**src/design/mipsDecodePkg.sv**
```systemverilog
package mipsDecodePkg;

    // primary opcode field, instr[31:26]
    typedef enum logic [5:0] {
        RTYPE  = 6'h00,
        REGIMM = 6'h01,
        J      = 6'h02,
        BEQ    = 6'h04,
        BNE    = 6'h05,
        BLEZ   = 6'h06,
        BGTZ   = 6'h07,
        ADDI   = 6'h08,
        ADDIU  = 6'h09,
        SLTI   = 6'h0a,
        SLTIU  = 6'h0b,
        ANDI   = 6'h0c,
        ORI    = 6'h0d,
        XORI   = 6'h0e,
        LUI    = 6'h0f,
        LW     = 6'h23,
        SW     = 6'h2b
    } opcode_e;

    // funct field of r-type words, instr[5:0]
    typedef enum logic [5:0] {
        F_SLL  = 6'h00,
        F_SRL  = 6'h02,
        F_SRA  = 6'h03,
        F_ADD  = 6'h20,
        F_ADDU = 6'h21,
        F_SUB  = 6'h22,
        F_SUBU = 6'h23,
        F_AND  = 6'h24,
        F_OR   = 6'h25,
        F_XOR  = 6'h26,
        F_NOR  = 6'h27,
        F_SLT  = 6'h2a,
        F_SLTU = 6'h2b
    } funct_e;

    // rt codes under the REGIMM opcode
    localparam logic [4:0] RT_BLTZ   = 5'h00;
    localparam logic [4:0] RT_BGEZ   = 5'h01;
    localparam logic [4:0] RT_BLTZAL = 5'h10;
    localparam logic [4:0] RT_BGEZAL = 5'h11;

    // return address register for the link branches
    localparam logic [4:0] LINK_REG = 5'd31;

    // operation handed to the ALU
    typedef enum logic [3:0] {
        ALU_ADD  = 4'h0,
        ALU_SUB  = 4'h1,
        ALU_AND  = 4'h2,
        ALU_OR   = 4'h3,
        ALU_XOR  = 4'h4,
        ALU_NOR  = 4'h5,
        ALU_SLT  = 4'h6,
        ALU_SLTU = 4'h7,
        ALU_SLL  = 4'h8,
        ALU_SRL  = 4'h9,
        ALU_SRA  = 4'ha,
        ALU_LUI  = 4'hb,
        ALU_NONE = 4'hf
    } aluOp_e;

    // condition the branch unit tests
    typedef enum logic [2:0] {
        BR_NONE = 3'd0,
        BR_EQ   = 3'd1,
        BR_NE   = 3'd2,
        BR_GTZ  = 3'd3,
        BR_LEZ  = 3'd4,
        BR_LTZ  = 3'd5,
        BR_GEZ  = 3'd6
    } branchCond_e;

    // one instruction word, seen as r-format or i-format
    typedef union packed {
        struct packed {
            opcode_e    op;
            logic [4:0] rs;
            logic [4:0] rt;
            logic [4:0] rd;
            logic [4:0] shamt;
            funct_e     funct;
        } rFields;
        struct packed {
            opcode_e     op;
            logic [4:0]  rs;
            logic [4:0]  rt;
            logic [15:0] imm16;
        } iFields;
    } instrWord_u;

endpackage
```
**src/design/decodeUnit.sv**
```systemverilog
`timescale 1ns/1ns

module decodeUnit import mipsDecodePkg::*; (
    input  logic        clk,
    input  logic        rst,
    // upstream four-phase handshake
    input  logic        req,
    input  logic [31:0] instr,
    output logic        ack,
    // decoded outputs valid while ack is high
    output logic        regWrite,
    output logic        regDst,
    output logic        aluSrc,
    output logic        branch,
    output logic        bal,
    output logic        memWrite,
    output logic        memToReg,
    output logic        jump,
    output aluOp_e      aluOp,
    output branchCond_e brCond,
    output logic [31:0] immExt,
    output logic [4:0]  writeReg
);

    instrWord_u instrLatched;
    logic       capture;
    logic       releaseAck;

    // new word only when idle and req is up
    assign capture = req && !ack;

    // req has dropped after our ack
    assign releaseAck = !req && ack;

    // ack is the only handshake state bit
    always_ff @(posedge clk) begin
        if (rst) begin
            ack <= 1'b0;
        end else if (capture) begin
            ack <= 1'b1;
        end else if (releaseAck) begin
            ack <= 1'b0;
        end
    end

    // instruction latch
    // all-zero reset word is sll r0,r0,0 which acts as a nop
    always_ff @(posedge clk) begin
        if (rst) begin
            instrLatched <= '0;
        end else if (capture) begin
            instrLatched <= instr;
        end
    end

    // outputs follow the latched word combinationally
    // and hold until the next capture
    controller ctrl (
        .instr    (instrLatched),
        .regWrite (regWrite),
        .regDst   (regDst),
        .aluSrc   (aluSrc),
        .branch   (branch),
        .bal      (bal),
        .memWrite (memWrite),
        .memToReg (memToReg),
        .jump     (jump),
        .aluOp    (aluOp),
        .brCond   (brCond),
        .immExt   (immExt),
        .writeReg (writeReg)
    );

endmodule

```
**src/design/controller.sv**
```systemverilog
`timescale 1ns/1ns

module controller import mipsDecodePkg::*; (
    input  instrWord_u  instr,
    output logic        regWrite,
    output logic        regDst,
    output logic        aluSrc,
    output logic        branch,
    output logic        bal,
    output logic        memWrite,
    output logic        memToReg,
    output logic        jump,
    output aluOp_e      aluOp,
    output branchCond_e brCond,
    output logic [31:0] immExt,
    output logic [4:0]  writeReg
);

    // datapath control bits
    mainDecoder mainDec (
        .instr    (instr),
        .regWrite (regWrite),
        .regDst   (regDst),
        .aluSrc   (aluSrc),
        .branch   (branch),
        .bal      (bal),
        .memWrite (memWrite),
        .memToReg (memToReg),
        .jump     (jump)
    );

    // ALU operation
    aluDecoder aluDec (
        .instr (instr),
        .aluOp (aluOp)
    );

    // branch condition
    always_comb begin
        case (instr.iFields.op)
            BEQ:  brCond = BR_EQ;
            BNE:  brCond = BR_NE;
            BGTZ: brCond = BR_GTZ;
            BLEZ: brCond = BR_LEZ;
            REGIMM: begin
                // link forms test the same sign as their base
                case (instr.iFields.rt)
                    RT_BLTZ, RT_BLTZAL: brCond = BR_LTZ;
                    RT_BGEZ, RT_BGEZAL: brCond = BR_GEZ;
                    default:            brCond = BR_NONE;
                endcase
            end
            default: brCond = BR_NONE;
        endcase
    end

    // logical immediates zero-extend, the rest sign-extend
    always_comb begin
        case (instr.iFields.op)
            ANDI, ORI, XORI: immExt = {16'h0000, instr.iFields.imm16};
            default:         immExt = {{16{instr.iFields.imm16[15]}}, instr.iFields.imm16};
        endcase
    end

    // destination register, zero when nothing is written
    always_comb begin
        if (!regWrite)
            writeReg = 5'd0;
        else if (bal)
            writeReg = LINK_REG;
        else if (regDst)
            writeReg = instr.rFields.rd;
        else
            writeReg = instr.iFields.rt;
    end

endmodule

```
**src/design/aluDecoder.sv**
```systemverilog
`timescale 1ns/1ns

module aluDecoder import mipsDecodePkg::*; (
    input  instrWord_u instr,
    output aluOp_e     aluOp
);

    aluOp_e functOp;

    // r-type op from funct
    always_comb begin
        case (instr.rFields.funct)
            F_ADD, F_ADDU: functOp = ALU_ADD;
            F_SUB, F_SUBU: functOp = ALU_SUB;
            F_AND:         functOp = ALU_AND;
            F_OR:          functOp = ALU_OR;
            F_XOR:         functOp = ALU_XOR;
            F_NOR:         functOp = ALU_NOR;
            F_SLT:         functOp = ALU_SLT;
            F_SLTU:        functOp = ALU_SLTU;
            F_SLL:         functOp = ALU_SLL;
            F_SRL:         functOp = ALU_SRL;
            F_SRA:         functOp = ALU_SRA;
            // unsupported funct
            default:       functOp = ALU_NONE;
        endcase
    end

    // opcode class first, funct only under RTYPE
    always_comb begin
        case (instr.iFields.op)
            RTYPE: aluOp = functOp;

            // address calc and add-immediate
            LW, SW,
            ADDI, ADDIU: aluOp = ALU_ADD;

            // logic and compare immediates
            ANDI:  aluOp = ALU_AND;
            ORI:   aluOp = ALU_OR;
            XORI:  aluOp = ALU_XOR;
            SLTI:  aluOp = ALU_SLT;
            SLTIU: aluOp = ALU_SLTU;
            LUI:   aluOp = ALU_LUI;

            // branches compare by subtraction
            BEQ, BNE, BGTZ, BLEZ,
            REGIMM: aluOp = ALU_SUB;

            // j and anything undefined
            default: aluOp = ALU_NONE;
        endcase
    end

endmodule

```
**src/design/mainDecoder.sv**
```systemverilog
`timescale 1ns/1ns

module mainDecoder import mipsDecodePkg::*; (
    input  instrWord_u instr,
    output logic       regWrite,
    output logic       regDst,
    output logic       aluSrc,
    output logic       branch,
    output logic       bal,
    output logic       memWrite,
    output logic       memToReg,
    output logic       jump
);

    logic functOk;
    logic linkForm;

    // funct is one of the r-type ops we support
    always_comb begin
        case (instr.rFields.funct)
            F_SLL, F_SRL, F_SRA,
            F_ADD, F_ADDU, F_SUB, F_SUBU,
            F_AND, F_OR, F_XOR, F_NOR,
            F_SLT, F_SLTU: functOk = 1'b1;
            default:       functOk = 1'b0;
        endcase
    end

    // bltzal / bgezal write the return address
    assign linkForm = (instr.iFields.op == REGIMM) &&
                      (instr.iFields.rt == RT_BLTZAL || instr.iFields.rt == RT_BGEZAL);

    // regWrite
    always_comb begin
        case (instr.iFields.op)
            RTYPE:   regWrite = functOk;
            LW,
            ADDI, ADDIU, SLTI, SLTIU,
            ANDI, ORI, XORI, LUI:  regWrite = 1'b1;
            REGIMM:  regWrite = linkForm;
            default: regWrite = 1'b0;
        endcase
    end

    // regDst, rd only for r-type
    assign regDst = (instr.rFields.op == RTYPE);

    // aluSrc picks the immediate
    always_comb begin
        case (instr.iFields.op)
            LW, SW,
            ADDI, ADDIU, SLTI, SLTIU,
            ANDI, ORI, XORI, LUI: aluSrc = 1'b1;
            default:              aluSrc = 1'b0;
        endcase
    end

    // branch and bal
    always_comb begin
        case (instr.iFields.op)
            BEQ, BNE, BGTZ, BLEZ: begin
                branch = 1'b1;
                bal    = 1'b0;
            end
            REGIMM: begin
                branch = 1'b1;
                bal    = linkForm;
            end
            default: begin
                branch = 1'b0;
                bal    = 1'b0;
            end
        endcase
    end

    // memory side
    assign memWrite = (instr.iFields.op == SW);
    assign memToReg = (instr.iFields.op == LW);

    // plain j only, no jal here
    assign jump = (instr.iFields.op == J);

endmodule

```
**config.mk**
```make
export PLATFORM = sky130hd
export DESIGN_NAME = decodeUnit
export DESIGN_NICKNAME = d
export VERILOG_FILES = /design/src/design/mipsDecodePkg.sv /design/src/design/decodeUnit.sv /design/src/design/controller.sv /design/src/design/aluDecoder.sv /design/src/design/mainDecoder.sv
export SDC_FILE = /design/constraint.sdc
export NUM_CORES = 1
export LEC_CHECK = 0
export ABC_AREA = 1
export ABC_CLOCK_PERIOD_IN_PS = 2600
export BUFFER_PORTS_ARGS = -buffer_cell sky130_fd_sc_hd__buf_2
export CELL_PAD_IN_SITES_DETAIL_PLACEMENT = 1
export CELL_PAD_IN_SITES_GLOBAL_PLACEMENT = 1
export CORE_MARGIN = 2
export CORE_UTILIZATION = 32
export DETAILED_ROUTE_END_ITERATION = 12
export PLACE_DENSITY = 0.82
export SETUP_SLACK_MARGIN = 0.02
export SLEW_MARGIN = 40
export SYNTH_ARGS = -nofsm -noshare
export SYNTH_HDL_FRONTEND = slang
export SYNTH_SLANG_ARGS = --single-unit
```
**constraint.sdc**
```tcl
create_clock -name clk -period 2.6 [get_ports clk]
set_clock_uncertainty 0.1 [all_clocks]
set_input_delay 0.65 -clock clk [delete_from_list [all_inputs] [get_ports clk]]
set_output_delay 0.65 -clock clk [all_outputs]
set_load 0.1 [all_outputs]
```
---- Word-level counts from Yosys, hierarchy flattened ----
Memories as Yosys holds them, arrays and structs flattened. A register that Yosys moved wholly into a read port is not among the register bits.
Index checks and enable logic that the tools add are counted.
storage, ports and cells
  bits of input ports ..................... 35
  word-level logic and storage cells ...... 56
  bits in read-only memories .............. 320
  flip-flop bits (word level) ............. 33
  memories kept ........................... 2
  output and inout bits ................... 53
cells by class
  multiplexer cells ....................... 17
  equality and inequality tests ........... 19
  reductions and logical operators ........ 16
memories
  name             depth  bits a word  rd ports  clocked after memory_dff  write ports  RTL line           source
  (no name shown)  64     4            1         1                         0            aluDecoder.sv:12   case (instr.rFields.funct)
  (no name shown)  64     1            1         1                         0            mainDecoder.sv:20  case (instr.rFields.funct)
operators by type and width
  kind                                                                    count
  6-bit by 4-bit equality test with 1-bit output (second input constant)  8
  4-bit case mux with 9 select lines                                      1
  32-bit 2-to-1 mux                                                       1
  6-bit by 3-bit equality test with 1-bit output (second input constant)  4
  6-bit 2-to-1 mux                                                        4
  5-bit 2-to-1 mux                                                        3
  3-bit case mux with 5 select lines                                      1
  6-bit equality test (second input constant)                             2
  5-bit equality test (second input constant)                             2
  10-bit OR reduction                                                     1
  9-bit OR reduction                                                      1
  6-bit by 1-bit equality test with 1-bit output (second input constant)  1
  6-bit by 2-bit equality test with 1-bit output (second input constant)  1
  6-bit zero test                                                         1
  3-bit case mux with 2 select lines                                      1
  5-bit by 1-bit equality test with 1-bit output (second input constant)  1
  5-bit zero test                                                         1
  1-bit 2-to-1 mux                                                        5
  5-bit OR reduction                                                      1
  2-bit OR reduction                                                      2
  4-bit OR reduction                                                      1
  1-bit logical AND                                                       3
  1-bit case mux with 3 select lines                                      1
  3-bit OR reduction                                                      1
  other kinds (3)                                                         4

---- Logic depth before layout (Yosys ltp) ----
Gate-level depths: netlist of the first run.
  depth in word-level cells ............... 6
  mapped depth ............................ 11
  gate-level depth less buffers ........... 11

---- By module ----
Synthesis of the first run repeated with hierarchy kept, for this count alone.
second synthesis, totals
  cell total of the unflattened synthesis .. 424
  area total of the unflattened synthesis .. 2459.9 um^2
modules (own cells, without submodules)
  module       area each (um^2)  cells an instance  times used  seq. area each (um^2)
  decodeUnit   1376.3            210                1           660.6
  controller   504.2             95                 1           0.0
  aluDecoder   325.3             70                 1           0.0
  mainDecoder  254.0             49                 1           0.0

---- Least setup slack after synthesis of the first run ----
No wires, ideal clock.
  kind .................................... register -> output
  start point ............................. reg instrLatched[31] (netlist name)
  end point ............................... out brCond[1]
  setup slack ............................. -1.106 ns
  arrival ................................. 2.956 ns
  buffers on the path ..................... 0
  stages on the path, launching flop included .. 6
  data required time ...................... 1.850 ns
  cell sequence ........................... dfxtp_1 nor2_4 nand3_2 inv_2 nand2_1 o21ai_0
on the way
  longest elaborated chain between the ends .. 2
  elaborated cells on any way between the ends .. 6
  those cells by class .................... 5 x eq/ne; 1 x mux
ends and longest elaborated chain
  item                                                                                                                     RTL line          source
  start, declared                                                                                                          decodeUnit.sv:25  instrWord_u instrLatched;
  start signal, assigned                                                                                                   decodeUnit.sv:52  instrLatched <= instr;
  6-bit by 1-bit equality test with 1-bit output / 6-bit by 3-bit equality test with 1-bit output (equally long branches)  controller.sv:40  case (instr.iFields.op)
  3-bit case mux with 5 select lines (*)                                                                                   controller.sv:40
  end, declared                                                                                                            decodeUnit.sv:20  output branchCond_e brCond,
Mark *: on every way between the ends. The rest lies on a longest branch, timed or not.

---- Worst setup path in the final report of the first run ----
  start point ............................. reg instrLatched[26] (netlist name)
  end point ............................... out bal
on the way
  longest elaborated chain between the ends .. 3
ends and longest elaborated chain
  item                                                RTL line                              source
  6-bit by 1-bit equality test with 1-bit output (*)  mainDecoder.sv:30, mainDecoder.sv:60
  1-bit logical AND                                   mainDecoder.sv:30                     assign linkForm = (instr.iFields.op == REGIMM) &&
  1-bit 2-to-1 mux (*)                                mainDecoder.sv:60                     case (instr.iFields.op)
  end, declared                                       decodeUnit.sv:15                      output logic bal,
Marked as above.

==> impl_metrics.xml, run 1 <==
<?xml version="1.0" encoding="UTF-8"?>
<metrics>
  <group name="final_layout">
    <metric name="final.fill_count" unit="">797</metric>
    <metric name="post-route-cell-area" unit="um2">2850</metric>
    <metric name="area_growth" unit="%">38.7</metric>
    <metric name="final_layout_size_suffix_gt1_share" unit="%">42.3</metric>
    <metric name="fin_nets" unit="">399</metric>
    <metric name="antennaDiodeCount" unit="">0</metric>
  </group>
  <group name="detailed_routing">
    <metric name="detail-route-antenna-nets" unit="">0</metric>
    <metric name="vias_after_detailed_routing" unit="">2005</metric>
    <metric name="wl_per_cell" unit="um">12.8</metric>
    <metric name="vias_per_cell" unit="">4.57</metric>
    <metric name="detail_route.first_pass.iterations" unit="">4</metric>
    <metric name="detail_route.iter0.violations" unit="">49</metric>
    <metric name="routed_wirelength" unit="um">5600</metric>
    <metric name="drc" unit="">0</metric>
  </group>
  <group name="clocking">
    <metric name="clock-root-buffer" unit="">sky130_fd_sc_hd__clkbuf_8</metric>
    <metric name="cts.sink_count" unit="">33</metric>
    <metric name="insertion_delay" unit="ps">280</metric>
    <metric name="clk_pin_slew" unit="ps">70</metric>
    <metric name="htree_num_levels" unit="">2</metric>
    <metric name="tritoncts_clock_tree" unit="">yes</metric>
    <metric name="clock_path_buffers" unit="">2</metric>
    <metric name="cts_made_buffers" unit="">5</metric>
  </group>
  <group name="grt">
    <metric name="grt_remaining_overflow" unit="">0</metric>
    <metric name="grt_use_total" unit="%">15.4</metric>
    <metric name="grt_antenna_before_repair" unit="">0</metric>
    <metric name="first_global_vias" unit="">1936</metric>
    <metric name="grt_pass1_wl" unit="um">8900</metric>
    <metric name="grt_max_degree" unit="">28</metric>
  </group>
  <group name="floorplan">
    <metric name="die_height" unit="um">84.1</metric>
    <metric name="core_area" unit="um2">6280</metric>
    <metric name="io_pins" unit="">88</metric>
    <metric name="die_area" unit="um2">7070</metric>
    <metric name="fp.dieW" unit="um">84.1</metric>
    <metric name="num_rows" unit="">29</metric>
    <metric name="initial_core_util" unit="%">32.7</metric>
  </group>
  <group name="hold_path">
    <metric name="hold_path.class" unit="">reg2reg</metric>
  </group>
  <group name="yosys">
    <metric name="syn-mean-instance-area" unit="um2">6.79</metric>
    <metric name="yosys_warnings" unit="">0</metric>
    <metric name="postSynthCellCount" unit="">302</metric>
    <metric name="top_area_cells_in_the_synthesized_netlist" unit="">sky130_fd_sc_hd__dfxtp_1 32%, sky130_fd_sc_hd__buf_4 12%, sky130_fd_sc_hd__nand2_1 11%</metric>
    <metric name="share_of_synthesized_area_occupied_by_flip_flops_and_latches" unit="%">32.2</metric>
    <metric name="netlist-cell-type-count" unit="">27</metric>
    <metric name="yosys-mux-area-fraction" unit="%">0</metric>
    <metric name="synthesis.area" unit="um2">2050</metric>
    <metric name="synth_adder_area_share" unit="%">1.83</metric>
    <metric name="postSynth.topFlopCell" unit="">sky130_fd_sc_hd__dfxtp_1</metric>
    <metric name="post_synthesis_sequential_element_count" unit="">33</metric>
    <metric name="synth_xor_area_share" unit="%">0</metric>
    <metric name="async_set_or_reset_flop_fraction_in_the_synthesized_netlist" unit="%">0</metric>
    <metric name="yosys.area.top_type_share" unit="%">32.2</metric>
    <metric name="compound_gate_fraction_of_synth_area" unit="%">10.5</metric>
    <metric name="netlist.top_cell.by_area" unit="">sky130_fd_sc_hd__dfxtp_1</metric>
    <metric name="synth-edff-count" unit="">0</metric>
    <metric name="synth_nets" unit="">340</metric>
    <metric name="largest_family_of_logic_cells_by_synthesized_area" unit="">simple AND/OR/NAND/NOR gates</metric>
    <metric name="synth-simple-area-share" unit="%">34.6</metric>
  </group>
  <group name="place">
    <metric name="hpwl" unit="um">4380</metric>
    <metric name="buffer_ports.inserted" unit="">82</metric>
    <metric name="postPlaceCellArea" unit="um2">2560</metric>
    <metric name="finalWeightedCongestion" unit="">0.831</metric>
  </group>
  <group name="timing">
    <metric name="layout_min_cycle_time" unit="ps">2500</metric>
    <metric name="slew_violations" unit="">0</metric>
    <metric name="setup-violations-final" unit="">0</metric>
    <metric name="ratio_of_final_minimum_period_to_clock_period" unit="%">96.1</metric>
    <metric name="tightestPinTransition" unit="ps">494</metric>
    <metric name="rsz0062_at_grt" unit="">no</metric>
    <metric name="final.setup.tns" unit="ps">0</metric>
    <metric name="hold_viol_final" unit="">0</metric>
    <metric name="fmax" unit="MHz">400</metric>
    <metric name="worst_slew_margin_rel" unit="%">67.3</metric>
  </group>
  <group name="worst_setup_path">
    <metric name="critical-path-max-stage-delay" unit="ps">420</metric>
    <metric name="critPathSlowestCell" unit="">sky130_fd_sc_hd__buf_2</metric>
    <metric name="critPathCaptureType" unit="">output port</metric>
    <metric name="worst-setup-path-type" unit="">reg2out</metric>
    <metric name="critical_path.startpoint_type" unit="">flip-flop</metric>
    <metric name="required" unit="ps">1850</metric>
    <metric name="critPathMaxFanout" unit="">6</metric>
    <metric name="worstPathCellList" unit="">inv_2 -&gt; nor2_1 -&gt; nand3_4 -&gt; inv_2 -&gt; nand3_4 -&gt; inv_1 -&gt; buf_2</metric>
    <metric name="endpoint_arrival_time_on_the_critical_path" unit="ps">1750</metric>
  </group>
  <group name="pwr">
    <metric name="power_leakage" unit="nW">1.47</metric>
    <metric name="vdd.ir_drop.worst" unit="uV">671</metric>
    <metric name="cellPowerDensity" unit="nW/um2">889</metric>
  </group>
  <group name="outcome">
    <metric name="outcome" unit="">finished clean</metric>
  </group>
  <group name="job">
    <metric name="maxCapViolations" unit="">0</metric>
  </group>
</metrics>
-- cells in the mapped netlist (2+ instances only) --
library cell and number:
sky130_fd_sc_hd__buf_2 3, sky130_fd_sc_hd__nand3_1 17, sky130_fd_sc_hd__a21oi_1 10, sky130_fd_sc_hd__clkbuf_1 3, sky130_fd_sc_hd__dfxtp_1 33, sky130_fd_sc_hd__nor3_1 3, sky130_fd_sc_hd__nor2_4 3, sky130_fd_sc_hd__o22ai_1 2
sky130_fd_sc_hd__nor2_1 45, sky130_fd_sc_hd__inv_2 5, sky130_fd_sc_hd__nand2_1 59, sky130_fd_sc_hd__ha_1 3, sky130_fd_sc_hd__o21ai_0 25, sky130_fd_sc_hd__nand3_2 5, sky130_fd_sc_hd__buf_4 33, sky130_fd_sc_hd__inv_1 31
sky130_fd_sc_hd__nor2_2 4, sky130_fd_sc_hd__nand3_4 3, sky130_fd_sc_hd__nand2_2 7
-- layer usage --
| metal | track usage, % | up-vias | wire length, um |
|---|---|---|---|
| met4 | 4.99 | 0 | 73 |
| li1 | - | 1037 | - |
| met5 | 0 | - | 0 |
| met2 | 27.5 | 49 | 3000 |
| met3 | 3.07 | 7 | 215 |
| met1 | 18.3 | 912 | 2320 |
-- final timing paths --
path	from	end	slack, ps	cells past startpoint
hold / removal	ack	ack	370	2
setup / recovery	instrLatched[26]	bal	100	7
hold reg to reg	ack	ack	370	2
setup reg to reg	ack	ctrl.aluDec.functOp[2]	710	10
-- timing repair --
action / CTS / global route
setup endpoints to repair: 20 / 27
gates cloned: 0 / 1
pin swaps: 0 / 3
hold buffers: 0 / 0
resized for setup: 2 / 56
setup buffers: 0 / 5
-- flip-flops by register name, summed over array words and instances (netlist names) --
register              flops
ctrl.mainDec.functOk      1
instrLatched             27
ctrl.aluDec.functOp       4
ack                       1
-- critical path, delay by kind of cell, from the launching register on --
family / cells / cell delay (ps)
AND/OR/NAND/NOR: 3 / 400
flip-flops: 1 / 390
buffers and inverters: 4 / 670
-- cells in the final DEF (no fill, tap or decap), types with 2 or more instances in the layout --
| cell type | netlist | final |
|---|---|---|
| sky130_fd_sc_hd__a21oi_1 | 10 | 10 |
| sky130_fd_sc_hd__buf_12 | 0 | 15 |
| sky130_fd_sc_hd__buf_2 | 3 | 52 |
| sky130_fd_sc_hd__buf_4 | 33 | 8 |
| sky130_fd_sc_hd__buf_6 | 1 | 16 |
| sky130_fd_sc_hd__clkbuf_8 | 0 | 5 |
| sky130_fd_sc_hd__clkinv_2 | 0 | 2 |
| sky130_fd_sc_hd__clkinvlp_4 | 0 | 7 |
| sky130_fd_sc_hd__dfxtp_1 | 33 | 28 |
| sky130_fd_sc_hd__dfxtp_2 | 0 | 5 |
| sky130_fd_sc_hd__ha_1 | 3 | 3 |
| sky130_fd_sc_hd__inv_1 | 31 | 24 |
| sky130_fd_sc_hd__inv_2 | 5 | 6 |
| sky130_fd_sc_hd__nand2_1 | 59 | 52 |
| sky130_fd_sc_hd__nand2_2 | 7 | 14 |
| sky130_fd_sc_hd__nand3_1 | 17 | 17 |
| sky130_fd_sc_hd__nand3_2 | 5 | 5 |
| sky130_fd_sc_hd__nand3_4 | 3 | 4 |
| sky130_fd_sc_hd__nor2_1 | 45 | 45 |
| sky130_fd_sc_hd__nor2_2 | 4 | 2 |
| sky130_fd_sc_hd__nor2_4 | 3 | 5 |
| sky130_fd_sc_hd__nor3_1 | 3 | 2 |
| sky130_fd_sc_hd__o21ai_0 | 25 | 24 |
| sky130_fd_sc_hd__o21ai_2 | 1 | 2 |
-- cell type report --
class	count	area (um2)	area share [%]
clock buffer	5	68.8	2.42
clock inverter	3	17.5	0.615
inverter	37	166	5.85
multi-input combinational	193	1030	36.2
sequential	33	667	23.4
tap	77	96.3	3.38
timing repair buffer	91	801	28.1
-- kinds of logic after synthesis --
logic type	Yosys count
compound gates	41
simple gates	148
flops	33
fa+ha+maj	3
buf+inv	77
-- where the power goes --
group / switching [W] / leakage [nW] / internal [W]
Combinational: 0.00112 / 1.15 / 0.000401
Sequential: 0.0000532 / 0.276 / 0.000574
Clock: 0.000196 / 0.0439 / 0.000185
-- stage by stage --
step                total power (W)  hold slack (ps)  util [%]  cells  setup slack (ps)
finish                      0.00253              371      45.3    439               100
global route                0.00265              399      45.3    439              23.9
CTS                         0.00247              376      42.2    433             -27.1
detailed placement          0.00208              365      40.7    425               293
global placement            0.00205              357      40.7    425               311
floorplan                   0.00185              364         -    302              -379
Power figures use the tool's default switching activity.
==> inputs of run 2 (changes only) <==
- ABC_AREA: 1 -> default
- CORE_UTILIZATION: 32 -> 33
==> run 2 against run 1 <==
Compared with the run above: the flow now finishes with violations (setup timing); utilization increased by 12 points; global-route usage up 5.2 points; combinational power decreased by 19%; critical path type unchanged.
==> impl_metrics.xml, run 2 <==
<?xml version="1.0" encoding="UTF-8"?>
<metrics>
  <group name="final_layout">
    <metric name="layoutNonFillerInstCount" unit="">377</metric>
    <metric name="final_cell_mix" unit="">46 x sky130_fd_sc_hd__buf_2, 37 x sky130_fd_sc_hd__buf_12, 32 x sky130_fd_sc_hd__nor2_1</metric>
    <metric name="final_util" unit="%">57.0</metric>
    <metric name="max_reg_flops" unit="">27</metric>
    <metric name="area_growth" unit="%">68.2</metric>
    <metric name="layout.cells.most_common" unit="">sky130_fd_sc_hd__buf_2</metric>
    <metric name="post-route-cell-area" unit="um2">3340</metric>
    <metric name="fin_nets" unit="">339</metric>
    <metric name="final_layout_size_suffix_gt1_share" unit="%">50.0</metric>
    <metric name="antennaDiodeCount" unit="">0</metric>
    <metric name="regMostFlops" unit="">instrLatched</metric>
  </group>
  <group name="floorplan">
    <metric name="io_pins" unit="">88</metric>
    <metric name="fp.dieW" unit="um">81.5</metric>
    <metric name="die_area" unit="um2">6650</metric>
    <metric name="initial_core_util" unit="%">33.9</metric>
    <metric name="die_height" unit="um">81.5</metric>
    <metric name="core_area" unit="um2">5850</metric>
    <metric name="num_rows" unit="">28</metric>
  </group>
  <group name="yosys">
    <metric name="yosys.area.top_type_share" unit="%">33.3</metric>
    <metric name="synth_nets" unit="">275</metric>
    <metric name="synthesis.area" unit="um2">1980</metric>
    <metric name="netlist-cell-type-count" unit="">45</metric>
    <metric name="share_of_synthesized_area_occupied_by_flip_flops_and_latches" unit="%">33.3</metric>
    <metric name="synth-edff-count" unit="">0</metric>
    <metric name="post_synthesis_sequential_element_count" unit="">33</metric>
    <metric name="synth_top_cells_by_count" unit="">33 x sky130_fd_sc_hd__dfxtp_1, 33 x sky130_fd_sc_hd__nor2_1, 31 x sky130_fd_sc_hd__buf_4, 31 x sky130_fd_sc_hd__mux2i_1, 14 x sky130_fd_sc_hd__a21oi_1</metric>
    <metric name="top_area_cells_in_the_synthesized_netlist" unit="">sky130_fd_sc_hd__dfxtp_1 33%, sky130_fd_sc_hd__mux2i_1 16%, sky130_fd_sc_hd__buf_4 12%</metric>
    <metric name="yosys_warnings" unit="">0</metric>
    <metric name="postSynthCellCount" unit="">237</metric>
    <metric name="syn-mean-instance-area" unit="um2">8.37</metric>
    <metric name="postSynth.topFlopCell" unit="">sky130_fd_sc_hd__dfxtp_1</metric>
    <metric name="netlist.top_cell.by_area" unit="">sky130_fd_sc_hd__dfxtp_1</metric>
    <metric name="async_set_or_reset_flop_fraction_in_the_synthesized_netlist" unit="%">0</metric>
  </group>
  <group name="timing">
    <metric name="hold_viol_final" unit="">0</metric>
    <metric name="layout_min_cycle_time" unit="ps">2760</metric>
    <metric name="fmax" unit="MHz">363</metric>
    <metric name="rsz0062_at_grt" unit="">yes</metric>
    <metric name="tightestPinTransition" unit="ps">500</metric>
    <metric name="worst_hold_slack" unit="ps">398</metric>
    <metric name="ratio_of_final_minimum_period_to_clock_period" unit="%">106</metric>
    <metric name="slew_violations" unit="">0</metric>
    <metric name="setup-violations-final" unit="">12</metric>
    <metric name="worst_slew_margin_rel" unit="%">66.9</metric>
    <metric name="setup_slack" unit="ps">-157</metric>
  </group>
  <group name="job">
    <metric name="maxCapViolations" unit="">0</metric>
  </group>
  <group name="grt">
    <metric name="grt_remaining_overflow" unit="">0</metric>
    <metric name="first_global_vias" unit="">2027</metric>
    <metric name="grt_use_total" unit="%">20.6</metric>
    <metric name="grt_pass1_wl" unit="um">10400</metric>
    <metric name="grt_antenna_before_repair" unit="">0</metric>
    <metric name="grt_max_degree" unit="">20</metric>
  </group>
  <group name="detailed_routing">
    <metric name="drc" unit="">0</metric>
    <metric name="vias_per_cell" unit="">5.17</metric>
    <metric name="wl_per_cell" unit="um">17.7</metric>
    <metric name="detail-route-antenna-nets" unit="">0</metric>
    <metric name="detail_route.first_pass.iterations" unit="">4</metric>
    <metric name="detail_route.iter0.violations" unit="">109</metric>
    <metric name="vias_after_detailed_routing" unit="">1949</metric>
    <metric name="routed_wirelength" unit="um">6660</metric>
  </group>
  <group name="pwr">
    <metric name="design_power_total" unit="W">0.00220</metric>
    <metric name="vdd.ir_drop.worst" unit="uV">405</metric>
    <metric name="power_leakage" unit="nW">1.41</metric>
    <metric name="cellPowerDensity" unit="nW/um2">660</metric>
  </group>
  <group name="worst_setup_path">
    <metric name="critical-path-max-stage-delay" unit="ps">550</metric>
    <metric name="worst-setup-path-type" unit="">reg2out</metric>
    <metric name="reg2reg_setup_slack" unit="ps">640</metric>
    <metric name="r2r_path_start" unit="">ack</metric>
    <metric name="ff2ff_path_depth" unit="">8</metric>
    <metric name="timing.critical_path.max_delay_family" unit="">simple AND/OR/NAND/NOR gates</metric>
    <metric name="worst_path_most_repeated_cell" unit="">sky130_fd_sc_hd__buf_12</metric>
    <metric name="path_buf_inv" unit="">2</metric>
    <metric name="critPathCaptureType" unit="">output port</metric>
    <metric name="worstPathCellList" unit="">or4_4 -&gt; nor2_4 -&gt; buf_12 -&gt; mux2i_4 -&gt; a21oi_4 -&gt; buf_12</metric>
    <metric name="critPathSlowestCell" unit="">sky130_fd_sc_hd__or4_4</metric>
    <metric name="endpoint_arrival_time_on_the_critical_path" unit="ps">2010</metric>
    <metric name="critical_path.startpoint_type" unit="">flip-flop</metric>
    <metric name="rr_endpoint" unit="">ctrl.aluDec.functOp[0]</metric>
    <metric name="critPathMaxFanout" unit="">5</metric>
    <metric name="required" unit="ps">1850</metric>
  </group>
  <group name="place">
    <metric name="hpwl" unit="um">4970</metric>
    <metric name="postPlaceCellArea" unit="um2">3010</metric>
    <metric name="buffer_ports.inserted" unit="">82</metric>
    <metric name="post-place-cells" unit="">364</metric>
    <metric name="finalWeightedCongestion" unit="">0.809</metric>
  </group>
  <group name="outcome">
    <metric name="outcome" unit="">finished, violations left</metric>
    <metric name="violations" unit="">setup timing</metric>
  </group>
  <group name="clocking">
    <metric name="cts_made_buffers" unit="">5</metric>
    <metric name="htree_num_levels" unit="">2</metric>
    <metric name="clk_pin_slew" unit="ps">70</metric>
    <metric name="cts.sink_count" unit="">33</metric>
    <metric name="tritoncts_clock_tree" unit="">yes</metric>
    <metric name="cts-hold-fix-buffers" unit="">0</metric>
    <metric name="clock-root-buffer" unit="">sky130_fd_sc_hd__clkbuf_8</metric>
    <metric name="insertion_delay" unit="ps">280</metric>
    <metric name="clock_path_buffers" unit="">2</metric>
  </group>
  <group name="hold_path">
    <metric name="whs_path_depth" unit="">2</metric>
    <metric name="hold-path-endpoint" unit="">instrLatched[10]</metric>
    <metric name="hold_path.class" unit="">reg2reg</metric>
    <metric name="worstHoldStart" unit="">instrLatched[10]</metric>
  </group>
</metrics>
## run 2: cell types whose count changed after synthesis, moves of 6 or more
cell / change
sky130_fd_sc_hd__mux2i_1: +31
sky130_fd_sc_hd__nand2_1: -52
sky130_fd_sc_hd__clkbuf_1: +6
sky130_fd_sc_hd__nand3_1: -13
sky130_fd_sc_hd__inv_1: -21
sky130_fd_sc_hd__o21ai_0: -17
sky130_fd_sc_hd__nor2_1: -12
sky130_fd_sc_hd__nand2_2: -7
## run 2: worst max-delay path by stage
stage               cells after the start             start  slack, ps     endpoint
floorplan                               4  instrLatched[30]       -480  writeReg[3]
global placement                        7  instrLatched[27]         70    brCond[0]
detailed placement                      7  instrLatched[27]        -40    brCond[2]
CTS                                     5  instrLatched[28]       -120  writeReg[2]
global route                            6  instrLatched[26]       -190  writeReg[2]
finish                                  6  instrLatched[26]       -160  writeReg[2]
## run 2: worst reg2reg max path, delay by kind of cell (launching register included)
| kind | cells | cell delay [ps] |
|---|---|---|
| adders and majority gates | 2 | 550 |
| AOI/OAI and AO/OA | 2 | 390 |
| buffers and inverters | 2 | 140 |
| DFF | 1 | 320 |
| and+or+nand+nor | 2 | 390 |
## run 2: kinds of logic (layout without fill, tap and decap cells)
group / after synthesis / after routing / share of synthesized area (%)
xor gates and xnor gates: 1 / 1 / 0.442
adders and majority gates: 4 / 4 / 2.40
AOI/OAI and AO/OA: 40 / 40 / 12.6
buffers and inverters: 56 / 121 / 17.1
DFF: 33 / 33 / 33.3
muxes: 31 / 31 / 15.6
and+or+nand+nor: 72 / 72 / 18.5
## run 2: what timing repair did
item                       in CTS  in global routing
resized for setup              25                 15
pin swaps                       9                  5
hold endpoints to repair        0                  0
setup buffers                   4                  1
setup endpoints to repair      31                 33
## run 2: where the power goes
part | switching [W] | leakage [nW] | total [W] | internal (W)
combinational | 0.000807 | 1.10 | 0.00124 | 0.000429
clock | 0.000187 | 0.0395 | 0.000378 | 0.000190
sequential | 0.0000381 | 0.274 | 0.000588 | 0.000550
total | 0.00103 | 1.41 | 0.00220 | 0.00117
## run 2: cell type report
cell class                      instances  area [um2]
Fill cell                             622        2510
Multi-Input combinational cell        148        1300
Timing Repair Buffer                  103        1150
Sequential cell                        33         664
Tap cell                               75        93.8
Clock buffer                            8        80.1
Inverter                               10        43.8
## run 2: per-layer routing
layer	part of all wire, %	routed length (um)	up-vias	track usage (%)
met1	39	2560	957	22.3
li1	-	-	911	-
met5	0	0	-	0
met2	54	3580	68	38.9
met3	6.2	411	13	5.05
met4	1.6	104	0	6.95
## run 2: metrics by stage
step | worst slack [ps] | setup TNS [ps]
final | -157 | -925
after floorplan | -477 | -5630
after CTS | -118 | -650
after global placement | 74.8 | 0
after detailed placement | -37.1 | -47.5
after global routing | -189 | -1530
